<file path="config.mk">
export PLATFORM = sky130hd
export DESIGN_NAME = fm_pg
export DESIGN_NICKNAME = d
export VERILOG_FILES = /design/src/fm_pg_pkg.sv /design/src/fm_pg.sv /design/src/pg_accum.sv /design/src/pg_freq.sv /design/src/pg_lfo_pm.sv /design/src/slot_shreg.sv
export SDC_FILE = /design/constraint.sdc
export NUM_CORES = 1
export LEC_CHECK = 0
export ABC_AREA = 1
export BUFFER_PORTS_ARGS = -buffer_cell sky130_fd_sc_hd__buf_2
export CORE_ASPECT_RATIO = 1.2
export CORE_MARGIN = 3
export CORE_UTILIZATION = 60
export CTS_CLUSTER_SIZE = 8
export DETAILED_ROUTE_END_ITERATION = 8
export GPL_ROUTABILITY_DRIVEN = 0
export GPL_TIMING_DRIVEN = 0
export PLACE_DENSITY = 0.78
export SETUP_SLACK_MARGIN = 0.5
export SYNTH_ARGS = -nofsm -noshare
export SYNTH_HDL_FRONTEND = slang
export SYNTH_SLANG_ARGS = --single-unit
</file>
<file path="constraint.sdc">
create_clock -name clk -period 8.7 [get_ports clk]
set_input_delay 1.74 -clock clk [delete_from_list [all_inputs] [get_ports clk]]
set_output_delay 1.74 -clock clk [all_outputs]
set_load 0.01 [all_outputs]
</file>
<file path="src/fm_pg_pkg.sv">
package fm_pg_pkg;

	// Channel frequency fields
	localparam int FNUM_W  = 11;
	localparam int BLOCK_W = 3;
	// Keycode is block plus a 2-bit note
	localparam int KC_W    = 5;
	// Increment before the multiplier
	localparam int INC_W   = 17;
	// Accumulator and the slice sent to the operator
	localparam int PHASE_W = 20;
	localparam int PHOUT_W = 10;

	typedef logic [FNUM_W-1:0]  fnum_t;
	typedef logic [BLOCK_W-1:0] block_t;
	typedef logic [KC_W-1:0]    keycode_t;
	typedef logic [INC_W-1:0]   inc_t;
	typedef logic [PHASE_W-1:0] phase_t;
	typedef logic [PHOUT_W-1:0] phout_t;

	// Detune in increment units, sign from dt[2]
	typedef logic signed [5:0]  detune_t;
	// LFO phase offset in increment units
	typedef logic signed [11:0] pm_t;

	// Detune magnitudes
	// Row is the keycode, column is dt[1:0]; column 0 means no detune
	localparam logic [4:0] dt_table [0:31][0:3] = '{
		'{5'd0, 5'd0, 5'd1, 5'd2},
		'{5'd0, 5'd0, 5'd1, 5'd2},
		'{5'd0, 5'd0, 5'd1, 5'd2},
		'{5'd0, 5'd0, 5'd1, 5'd2},
		'{5'd0, 5'd1, 5'd2, 5'd2},
		'{5'd0, 5'd1, 5'd2, 5'd3},
		'{5'd0, 5'd1, 5'd2, 5'd3},
		'{5'd0, 5'd1, 5'd2, 5'd3},
		// Block 2
		'{5'd0, 5'd1, 5'd2, 5'd4},
		'{5'd0, 5'd1, 5'd3, 5'd4},
		'{5'd0, 5'd1, 5'd3, 5'd4},
		'{5'd0, 5'd1, 5'd3, 5'd5},
		'{5'd0, 5'd2, 5'd4, 5'd5},
		'{5'd0, 5'd2, 5'd4, 5'd6},
		'{5'd0, 5'd2, 5'd4, 5'd6},
		'{5'd0, 5'd2, 5'd5, 5'd7},
		// Block 4
		'{5'd0, 5'd2, 5'd5, 5'd8},
		'{5'd0, 5'd3, 5'd6, 5'd8},
		'{5'd0, 5'd3, 5'd6, 5'd9},
		'{5'd0, 5'd3, 5'd7, 5'd10},
		'{5'd0, 5'd4, 5'd8, 5'd11},
		'{5'd0, 5'd4, 5'd8, 5'd12},
		'{5'd0, 5'd4, 5'd9, 5'd13},
		'{5'd0, 5'd5, 5'd10, 5'd14},
		// Block 6 and up, top rows saturate
		'{5'd0, 5'd5, 5'd11, 5'd16},
		'{5'd0, 5'd6, 5'd12, 5'd17},
		'{5'd0, 5'd6, 5'd13, 5'd19},
		'{5'd0, 5'd7, 5'd14, 5'd20},
		'{5'd0, 5'd8, 5'd16, 5'd22},
		'{5'd0, 5'd8, 5'd16, 5'd22},
		'{5'd0, 5'd8, 5'd16, 5'd22},
		'{5'd0, 5'd8, 5'd16, 5'd22}
	};

endpackage

</file>
<file path="src/fm_pg.sv">
`timescale 1ns/1ps

module fm_pg #(
	parameter int SLOTS      = 24,
	parameter int OUT_STAGES = 6
) (
	input  logic                clk,
	input  logic                rst_n,
	input  logic                cen,
	// Stage I, current slot
	input  fm_pg_pkg::fnum_t    fnum,
	input  fm_pg_pkg::block_t   block,
	input  logic [2:0]          dt,
	input  logic [6:0]          lfo_mod,
	input  logic [2:0]          pms,
	// Stage II, previous slot
	input  logic [3:0]          mul,
	input  logic                pg_rst,
	output fm_pg_pkg::keycode_t keycode,
	output fm_pg_pkg::phout_t   phase_out
);

	fm_pg_pkg::detune_t detune;
	fm_pg_pkg::inc_t    base_inc;
	fm_pg_pkg::pm_t     pm_off;

	// Keycode, detune and base increment
	pg_freq freq_i (
		.clk      (clk),
		.rst_n    (rst_n),
		.cen      (cen),
		.fnum     (fnum),
		.block    (block),
		.dt       (dt),
		.keycode  (keycode),
		.detune   (detune),
		.base_inc (base_inc)
	);

	// LFO phase offset, same stage as the frequency path
	pg_lfo_pm lfo_pm_i (
		.clk     (clk),
		.rst_n   (rst_n),
		.cen     (cen),
		.fnum    (fnum),
		.block   (block),
		.lfo_mod (lfo_mod),
		.pms     (pms),
		.pm_off  (pm_off)
	);

	pg_accum #(
		.SLOTS      (SLOTS),
		.OUT_STAGES (OUT_STAGES)
	) accum_i (
		.clk       (clk),
		.rst_n     (rst_n),
		.cen       (cen),
		.base_inc  (base_inc),
		.pm_off    (pm_off),
		.detune    (detune),
		.mul       (mul),
		.pg_rst    (pg_rst),
		.phase_out (phase_out)
	);

endmodule

</file>
<file path="src/pg_accum.sv">
`timescale 1ns/1ps

module pg_accum #(
	parameter int SLOTS      = 24,
	parameter int OUT_STAGES = 6
) (
	input  logic                clk,
	input  logic                rst_n,
	input  logic                cen,
	input  fm_pg_pkg::inc_t     base_inc,
	input  fm_pg_pkg::pm_t      pm_off,
	input  fm_pg_pkg::detune_t  detune,
	input  logic [3:0]          mul,
	input  logic                pg_rst,
	output fm_pg_pkg::phout_t   phase_out
);

	logic signed [fm_pg_pkg::INC_W+1:0] sum_w;
	fm_pg_pkg::inc_t                    inc_sum;
	logic [fm_pg_pkg::INC_W+3:0]        inc_prod;
	fm_pg_pkg::phase_t                  inc_scaled;
	fm_pg_pkg::phase_t                  phase_old;
	fm_pg_pkg::phase_t                  phase_new;
	fm_pg_pkg::phout_t                  phout_q;

	// All three terms sign-extended, then wrapped back to 17 bits
	assign sum_w   = $signed({2'b00, base_inc}) + pm_off + detune;
	assign inc_sum = sum_w[fm_pg_pkg::INC_W-1:0];

	// Multiplier 1..15
	assign inc_prod = {4'b0, inc_sum} * {{(fm_pg_pkg::INC_W){1'b0}}, mul};

	// Multiplier 0 means one half
	always_comb begin
		if (mul == 4'd0) begin
			inc_scaled = {{(fm_pg_pkg::PHASE_W - fm_pg_pkg::INC_W + 1){1'b0}},
				inc_sum[fm_pg_pkg::INC_W-1:1]};
		end else begin
			inc_scaled = inc_prod[fm_pg_pkg::PHASE_W-1:0];
		end
	end

	// Stage II accumulate, key-on restart wins
	assign phase_new = pg_rst ? '0 : phase_old + inc_scaled;

	// One slot-wide ring of phases
	slot_shreg #(
		.T      (fm_pg_pkg::phase_t),
		.STAGES (SLOTS)
	) ring_i (
		.clk   (clk),
		.rst_n (rst_n),
		.cen   (cen),
		.din   (phase_new),
		.drop  (phase_old)
	);

	// Top bits leave stage II here
	always_ff @(posedge clk or negedge rst_n) begin
		if (!rst_n) begin
			phout_q <= '0;
		end else if (cen) begin
			phout_q <= phase_new[fm_pg_pkg::PHASE_W-1 -: fm_pg_pkg::PHOUT_W];
		end
	end

	// Delay to meet the operator pipeline
	slot_shreg #(
		.T      (fm_pg_pkg::phout_t),
		.STAGES (OUT_STAGES)
	) pad_i (
		.clk   (clk),
		.rst_n (rst_n),
		.cen   (cen),
		.din   (phout_q),
		.drop  (phase_out)
	);

	// Restarted slot lands as zero at the head of the ring
	assert property (@(posedge clk) disable iff (!rst_n)
		cen && pg_rst |=> ring_i.sr[0] == '0);

endmodule

</file>
<file path="src/pg_freq.sv">
`timescale 1ns/1ps

module pg_freq (
	input  logic                clk,
	input  logic                rst_n,
	input  logic                cen,
	input  fm_pg_pkg::fnum_t    fnum,
	input  fm_pg_pkg::block_t   block,
	input  logic [2:0]          dt,
	output fm_pg_pkg::keycode_t keycode,
	output fm_pg_pkg::detune_t  detune,
	output fm_pg_pkg::inc_t     base_inc
);

	logic                        note_lo;
	fm_pg_pkg::keycode_t         keycode_c;
	logic [4:0]                  dt_mag;
	fm_pg_pkg::detune_t          detune_c;
	logic [fm_pg_pkg::INC_W:0]   inc_shl;
	fm_pg_pkg::inc_t             base_inc_c;

	// Note low bit
	// Upper half of the octave needs any of 9..7, lower half needs all of them
	always_comb begin
		if (fnum[10]) begin
			note_lo = |fnum[9:7];
		end else begin
			note_lo = &fnum[9:7];
		end
	end

	// Block times four plus note
	assign keycode_c = {block, fnum[10], note_lo};

	// Detune magnitude from the keycode row
	assign dt_mag = fm_pg_pkg::dt_table[keycode_c][dt[1:0]];

	// dt[2] selects the downward direction
	assign detune_c = dt[2] ? -$signed({1'b0, dt_mag}) : $signed({1'b0, dt_mag});

	// Octave shift, one bit wider so the final halving keeps all 17 bits
	assign inc_shl = {{(fm_pg_pkg::INC_W + 1 - fm_pg_pkg::FNUM_W){1'b0}}, fnum} << block;
	assign base_inc_c = inc_shl[fm_pg_pkg::INC_W:1];

	// Stage I to stage II
	always_ff @(posedge clk or negedge rst_n) begin
		if (!rst_n) begin
			keycode  <= '0;
			detune   <= '0;
			base_inc <= '0;
		end else if (cen) begin
			keycode  <= keycode_c;
			detune   <= detune_c;
			base_inc <= base_inc_c;
		end
	end

	// Stage II keycode still carries the block seen in stage I
	assert property (@(posedge clk) disable iff (!rst_n)
		cen |=> keycode[fm_pg_pkg::KC_W-1 -: fm_pg_pkg::BLOCK_W] == $past(block));

endmodule

</file>
<file path="src/pg_lfo_pm.sv">
`timescale 1ns/1ps

module pg_lfo_pm (
	input  logic              clk,
	input  logic              rst_n,
	input  logic              cen,
	input  fm_pg_pkg::fnum_t  fnum,
	input  fm_pg_pkg::block_t block,
	input  logic [6:0]        lfo_mod,
	input  logic [2:0]        pms,
	output fm_pg_pkg::pm_t    pm_off
);

	logic [3:0]     pm_depth;
	logic [10:0]    pm_prod;
	logic [17:0]    pm_shl;
	logic [17:0]    pm_mag;
	fm_pg_pkg::pm_t pm_c;

	// LFO depth without the sign bit
	assign pm_depth = lfo_mod[5:2];

	// Depth scaled by the top seven fnum bits
	assign pm_prod = {7'b0, pm_depth} * {4'b0, fnum[10:4]};

	// Octave shift, then PMS sets the final scale
	assign pm_shl = {7'b0, pm_prod} << block;
	assign pm_mag = pm_shl >> (4'd9 - {1'b0, pms});

	// Offset wraps to the 12-bit field
	always_comb begin
		if (pms == 3'd0) begin
			pm_c = '0;
		end else if (lfo_mod[6]) begin
			pm_c = -$signed(pm_mag[11:0]);
		end else begin
			pm_c = $signed(pm_mag[11:0]);
		end
	end

	always_ff @(posedge clk or negedge rst_n) begin
		if (!rst_n) begin
			pm_off <= '0;
		end else if (cen) begin
			pm_off <= pm_c;
		end
	end

	// PMS off means no offset in stage II
	assert property (@(posedge clk) disable iff (!rst_n)
		cen && pms == 3'd0 |=> pm_off == '0);

endmodule

</file>
<file path="src/slot_shreg.sv">
`timescale 1ns/1ps

module slot_shreg #(
	parameter type T      = logic,
	parameter int  STAGES = 1
) (
	input  logic clk,
	input  logic rst_n,
	input  logic cen,
	input  T     din,
	output T     drop
);

	// Entry 0 takes din, the last entry is the oldest
	T sr [STAGES];

	always_ff @(posedge clk or negedge rst_n) begin
		if (!rst_n) begin
			for (int i = 0; i < STAGES; i++) begin
				sr[i] <= '0;
			end
		end else if (cen) begin
			sr[0] <= din;
			for (int i = 1; i < STAGES; i++) begin
				sr[i] <= sr[i-1];
			end
		end
	end

	assign drop = sr[STAGES-1];

	generate
		if (STAGES == 1) begin : g_single
			// Single stage is a plain enabled register
			assert property (@(posedge clk) disable iff (!rst_n)
				cen |=> drop == $past(din));
		end else begin : g_multi
			// Whole line is empty during reset
			assert property (@(posedge clk) !rst_n |-> drop == '0);
		end
	endgenerate

endmodule
</file>
==> out/summary.txt, run 1 <==
Final min period = 7.57 ns
Worst reg2reg path depth = 37
Post-synth EDFFs = 0
Post-CTS Setup Inserts = 0
Synth Instances = 3390
CP max FO = 13
Vias per inst = 5.50
Design area = 29900 um^2
Total GRT Usage = 0.282
Core box area = 43900 um^2
H-tree levels = 3
YS warnings = 0
Wire length of the first global-routing pass = 109000 um
IR drop worst, VDD = 0.305 mV
Seq/Total Area, Yosys = 0.486
Leak Pwr = 16.4 nW
Startpoint Class = flop
Synth cell types = 53
I/O pin cnt = 50
Initial antenna violation count = 1
Via count = 22441
RSZ-0062 raised after global routing = no
Final worst slack = 1.13 ns
Inserted Clock Buffers = 75
Initial Util = 0.610
Area growth syn-to-layout = 11.4%
Routed len/inst = 15.9 um
Delay of the slowest critical-path stage = 0.90 ns
Levels on crit path = 37
Worst EP arrival = 8.01 ns
Final Hold Fails = 0
Power Dens Cells = 376 nW/um^2
Number of global-route vias before repair = 22752
Crit. End Element = flop
Worst-case clock buffer depth = 3
Hold bufs inserted after CTS = 0
Mapped Avg Cell Area = 7.90 um^2
Top cell type's share of synthesized area = 0.486
Worst Hold Class = reg2reg
Post-synth ARST share = 1.00
Fin. max-slew vios = 0
Final HPWL DP = 46800 um
Die area = 47200 um^2
Outcome = finished, final reports clean
Post-route ant nets = 0
Yosys top cell by area = dfrtp_1
Chip height = 238 um
Final-stage net count = 3682
Pin count of the biggest net entering global routing = 134
FMAX = 132 MHz
Final Skew = 0.0244 ns
Synth Flop Type = dfrtp_1
Clk Tree Root Cell = clkbuf_16
Final setup viols = 0
CTS tree = yes
Slew headroom = 0.382
Max Cap Viol = 0
Synth top area cells = dfrtp_1 49%, nand2_1 23%, fa_1 4.3%
Most frequent CP cell = nand2_1
DP Area = 27800 um^2
Req. time, crit path = 9.14 ns
FP Rows = 84
Area of the multi-input gates = 12200 um^2
CP max stage cell = dfrtp_1
FF+latch count, synth = 520
Worst slew pin tran = 0.926 ns
Routed wire length = 64800 um
Fillers = 3548
Most common cell in the netlist = nand2_1
Worst-Skew Late Latency = 0.60 ns
DRC viols = 0
Top delay family on crit path = adder cells
Initial drt markers = 1808
Die W = 199 um
Buffers on Ports = 41
Clock slew at reported path FFs = 0.05 ns
Clock Sink Count = 520
Syn nets = 3560
Post-Syn Area = 26800 um^2
WHS Path Cells = 2
Post-synth top cells = 1631 x nand2_1, 520 x dfrtp_1, 235 x inv_1
Place WS = 1.16 ns
Share of cells above drive strength 1 = 0.0684
Post-CTS sizing = 0
Storage cell area = 13000 um^2
GRT overflow = 0
Critical path class = reg2reg
Final Cycle Share = 0.870
Worst Path Buf+Inv = 5
Drt pass-1 iters = 6
layer usage:
| layer | share of wire | track usage | vias up | wire length [um] |
|---|---|---|---|---|
| met4 | 0.039 | 0.120 | 2 | 2550 |
| met1 | 0.42 | 0.371 | 10770 | 27100 |
| li1 | - | - | 10815 | - |
| met3 | 0.055 | 0.0411 | 173 | 3540 |
| met2 | 0.49 | 0.470 | 681 | 31600 |
| met5 | 0.00011 | 0 | - | 7 |
worst paths after layout:
kind / start / to / slack (ns)
max: freq_i.detune[5] / accum_i.ring_i.sr[479] / 1.13
min: accum_i.ring_i.sr[142] / accum_i.ring_i.sr[122] / 0.45
max reg2reg: freq_i.detune[5] / accum_i.ring_i.sr[479] / 1.13
min reg2reg: accum_i.ring_i.sr[142] / accum_i.ring_i.sr[122] / 0.45
max in group asynchronous: rst_n / accum_i.ring_i.sr[63] / 5.77
min in group asynchronous: rst_n / lfo_pm_i.pm_off[10] / 1.02
per-stage QoR:
step	total power [mW]	hold WS, ns	setup TNS [ns]	util	instances
CTS	11.2	0.456	0	0.679	4080
global placement	8.31	0.453	-2113.28	0.631	3990
finish	11.2	0.455	0	0.679	4081
floorplan	7.19	0.442	0	-	3390
detailed placement	8.52	0.458	0	0.633	3994
global route	12.2	0.482	0	0.679	4080
flip-flops by register name (all words and copies together) (netlist names):
signal               cells
freq_i.keycode           5
freq_i.base_inc         17
accum_i.ring_i.drop     20
accum_i.ring_i.sr      410
accum_i.pad_i.sr        50
lfo_pm_i.pm_off         12
freq_i.detune            6
layout by cell type (no fill, tap or decap), drive strengths merged, types with 2 or more instances in the layout:
| cell | synthesis | final |
|---|---|---|
| o21ai | 173 | 173 |
| dfrtp | 520 | 520 |
| clkinv | 1 | 4 |
| clkbuf | 119 | 197 |
| inv | 240 | 245 |
| nand3 | 207 | 207 |
| o31ai | 5 | 5 |
| buf | 47 | 92 |
| and2 | 5 | 5 |
| nor2 | 100 | 100 |
| o221ai | 11 | 11 |
| ha | 77 | 77 |
| xor2 | 16 | 16 |
| nor3 | 8 | 8 |
| a32o | 3 | 3 |
| a22oi | 3 | 3 |
| o21bai | 6 | 6 |
| o21a | 2 | 2 |
| or2 | 13 | 13 |
| fa | 58 | 58 |
| nand4 | 9 | 9 |
| a31oi | 5 | 5 |
| a22o | 3 | 3 |
| nand2 | 1650 | 1650 |
| nand3b | 2 | 2 |
| xnor2 | 12 | 12 |
| a21oi | 73 | 73 |
| o22ai | 5 | 5 |
| mux2i | 2 | 2 |
| o211ai | 4 | 4 |
| o2111ai | 3 | 3 |
power by group:
group          internal, mW  switching (mW)
Clock                  1.55            1.02
Combinational          1.91            3.45
Sequential             2.95           0.337
worst register-to-register path, delay by kind of cell (launching register included):
kind / cells / cell delay, ns
buffers and inverters: 5 / 0.33
AOI/OAI and AO/OA: 9 / 1.14
DFF: 1 / 0.90
and+or+nand+nor: 14 / 1.75
xor gates and xnor gates: 3 / 0.71
adders and majority gates: 6 / 2.63
logic make-up (layout without fill, tap and decap cells):
logic type | count (synthesis) | after routing | synth area share
other | 0 | 1 | 0
AND/OR/NAND/NOR | 1997 | 1997 | 0.302
XOR/XNOR | 28 | 28 | 0.00915
flip-flops | 520 | 520 | 0.486
AO/OA/AOI/OAI | 301 | 301 | 0.0635
adder cells (fa/ha/maj) | 135 | 135 | 0.0793
multiplexers | 2 | 2 | 0.000747
buffers and inverters | 407 | 538 | 0.0598
cell type report:
type / count / share of cell area
clock buffer: 78 / 0.0640
buffer: 166 / 0.0234
inverter: 241 / 0.0303
multi-input combinational: 2463 / 0.408
sequential: 520 / 0.436
timing repair buffer: 45 / 0.0109
clock inverter: 8 / 0.00394
antenna: 1 / 0.0000838
tap: 559 / 0.0234
(Power assumes the default switching activity.)
==> run 2: changes to the inputs <==
- CORE_MARGIN: 3 -> 8
==> run 2 against run 1 <==
Net effect: cell count about the same; non-clock buffer count unchanged; worst setup slack worse by 0.029 ns; combinational power up 2%; wire length up 1.1%; clock power about the same; critical path depth down 1; critical path type unchanged.
==> out/summary.txt, run 2 (synthesized netlist as in run 1, its figures left out) <==
Drt pass-1 iters = 6
IR drop worst, VDD = 0.274 mV
Worst EP arrival = 8.03 ns
Crit. End Element = flop
Outcome = finished, final reports clean
Core box area = 44500 um^2
Routed wire length = 65500 um
Switching power = 4.89 mW
Clock slew at reported path FFs = 0.05 ns
Via count = 22620
Routed len/inst = 16.0 um
Initial antenna violation count = 1
Clock Sink Count = 520
Post-Layout Cell Count = 4085
Most frequent CP cell = inv_1
Final Cycle Share = 0.874
Buffers on Ports = 41
Share of cells above drive strength 1 = 0.0688
Initial drt markers = 2166
Fin. max-slew vios = 0
Post-CTS Setup Inserts = 0
Dpl cells = 4000
CP max FO = 5
Worst-case clock buffer depth = 3
Power share of the clock group = 0.229
Final setup viols = 0
Sequential power share = 0.290
Die W = 209 um
Commonest non-fill, non-tap cell in the layout = nand2_1
Most flops, register = accum_i.ring_i.sr
Max Cap Viol = 0
Total GRT Usage = 0.259
Combinational power share = 0.481
Leak Pwr = 16.4 nW
CP max stage cell = fa_1
Post-route ant nets = 0
Clk Tree Root Cell = clkbuf_16
Final min period = 7.60 ns
Slew headroom = 0.316
Number of global-route vias before repair = 23055
Vias per inst = 5.54
CTS tree = yes
Inserted Clock Buffers = 75
Hold bufs inserted after CTS = 0
Critical path class = reg2reg
Wire length of the first global-routing pass = 111000 um
Initial Util = 0.603
Area growth syn-to-layout = 11.5%
Pin count of the biggest net entering global routing = 132
Post-CTS sizing = 0
GRT overflow = 0
Sw Ratio = 0.432
Die area = 51700 um^2
Largest register FFs = 410
Final Skew = 0.0227 ns
Power Dens Cells = 379 nW/um^2
Worst slew pin tran = 1.02 ns
Final Hold Fails = 0
FP Rows = 85
Startpoint Class = flop
Setup TNS = 0 ns
DRC viols = 0
FMAX = 132 MHz
Final HPWL DP = 47200 um
Worst Hold Class = reg2reg
Final-stage net count = 3682
RSZ-0062 raised after global routing = no
H-tree levels = 3
Pint = 6.44 mW
Most frequent cells in the layout = 1631 x nand2_1, 519 x dfrtp_1, 235 x inv_1
Req. time, crit path = 9.13 ns
Pwr Total = 11.3 mW
I/O pin cnt = 50
Chip height = 248 um
Delay of the slowest critical-path stage = 0.54 ns
Worst-Skew Late Latency = 0.60 ns
## run 2: layer usage
metal,vias to the layer above,part of all wire,global-route usage
met3,199,0.056,0.0398
met5,-,0,0
met2,792,0.49,0.449
met4,0,0.040,0.113
li1,10795,-,-
met1,10834,0.41,0.320
## run 2: power by group through the flow
stage	Sequential, mW	Clock, mW	Combinational (mW)
final	3.29	2.59	5.45
after global routing	3.34	2.72	6.15
after CTS	3.28	2.62	5.34
after detailed placement	3.30	0	5.24
after global placement	3.29	0	5.02
after floorplan	3.18	0	4.01
## run 2: worst max-delay path, delay by kind of cell, from the launching register on
family	cells	cell delay (ns)
XOR/XNOR	3	0.83
AO/OA/AOI/OAI	4	0.71
flip-flops	1	0.33
adder cells (fa/ha/maj)	7	2.79
buffers and inverters	5	0.28
AND/OR/NAND/NOR	17	2.50
## run 2: final cells by class
| type | count | area [um^2] |
|---|---|---|
| inverters | 241 | 905 |
| clock buffers | 77 | 1930 |
| flip-flops and latches | 520 | 13000 |
| plain buffers | 166 | 698 |
| repair buffers | 45 | 325 |
| diodes | 1 | 2.50 |
| well taps | 565 | 707 |
| multi-input cells | 2463 | 12200 |
| fillers | 3589 | 14600 |
| clock inverters | 7 | 119 |
## run 2: path summary, 6_finish.rpt
path | depth (start not counted) | from | to | slack, ns
hold reg to reg | 2 | accum_i.ring_i.sr[37] | accum_i.ring_i.drop[17] | 0.47
hold / removal | 2 | accum_i.ring_i.sr[37] | accum_i.ring_i.drop[17] | 0.47
setup reg to reg | 36 | lfo_pm_i.pm_off[1] | accum_i.ring_i.sr[479] | 1.10
min in group asynchronous | 1 | rst_n | lfo_pm_i.pm_off[10] | 1.14
max in group asynchronous | 3 | rst_n | accum_i.ring_i.sr[297] | 5.97
setup / recovery | 36 | lfo_pm_i.pm_off[1] | accum_i.ring_i.sr[479] | 1.10
## run 2: through the flow
step                hold slack, ns  utilization  setup slack [ns]  instance area (um^2)
finish                       0.465        0.672              1.10                 29900
detailed placement           0.454        0.626              1.20                 27800
global route                 0.477        0.672             0.601                 29900
global placement             0.452        0.623             -4.17                 27700
CTS                          0.464        0.672              1.09                 29900
floorplan                    0.442            -              2.18                 26800
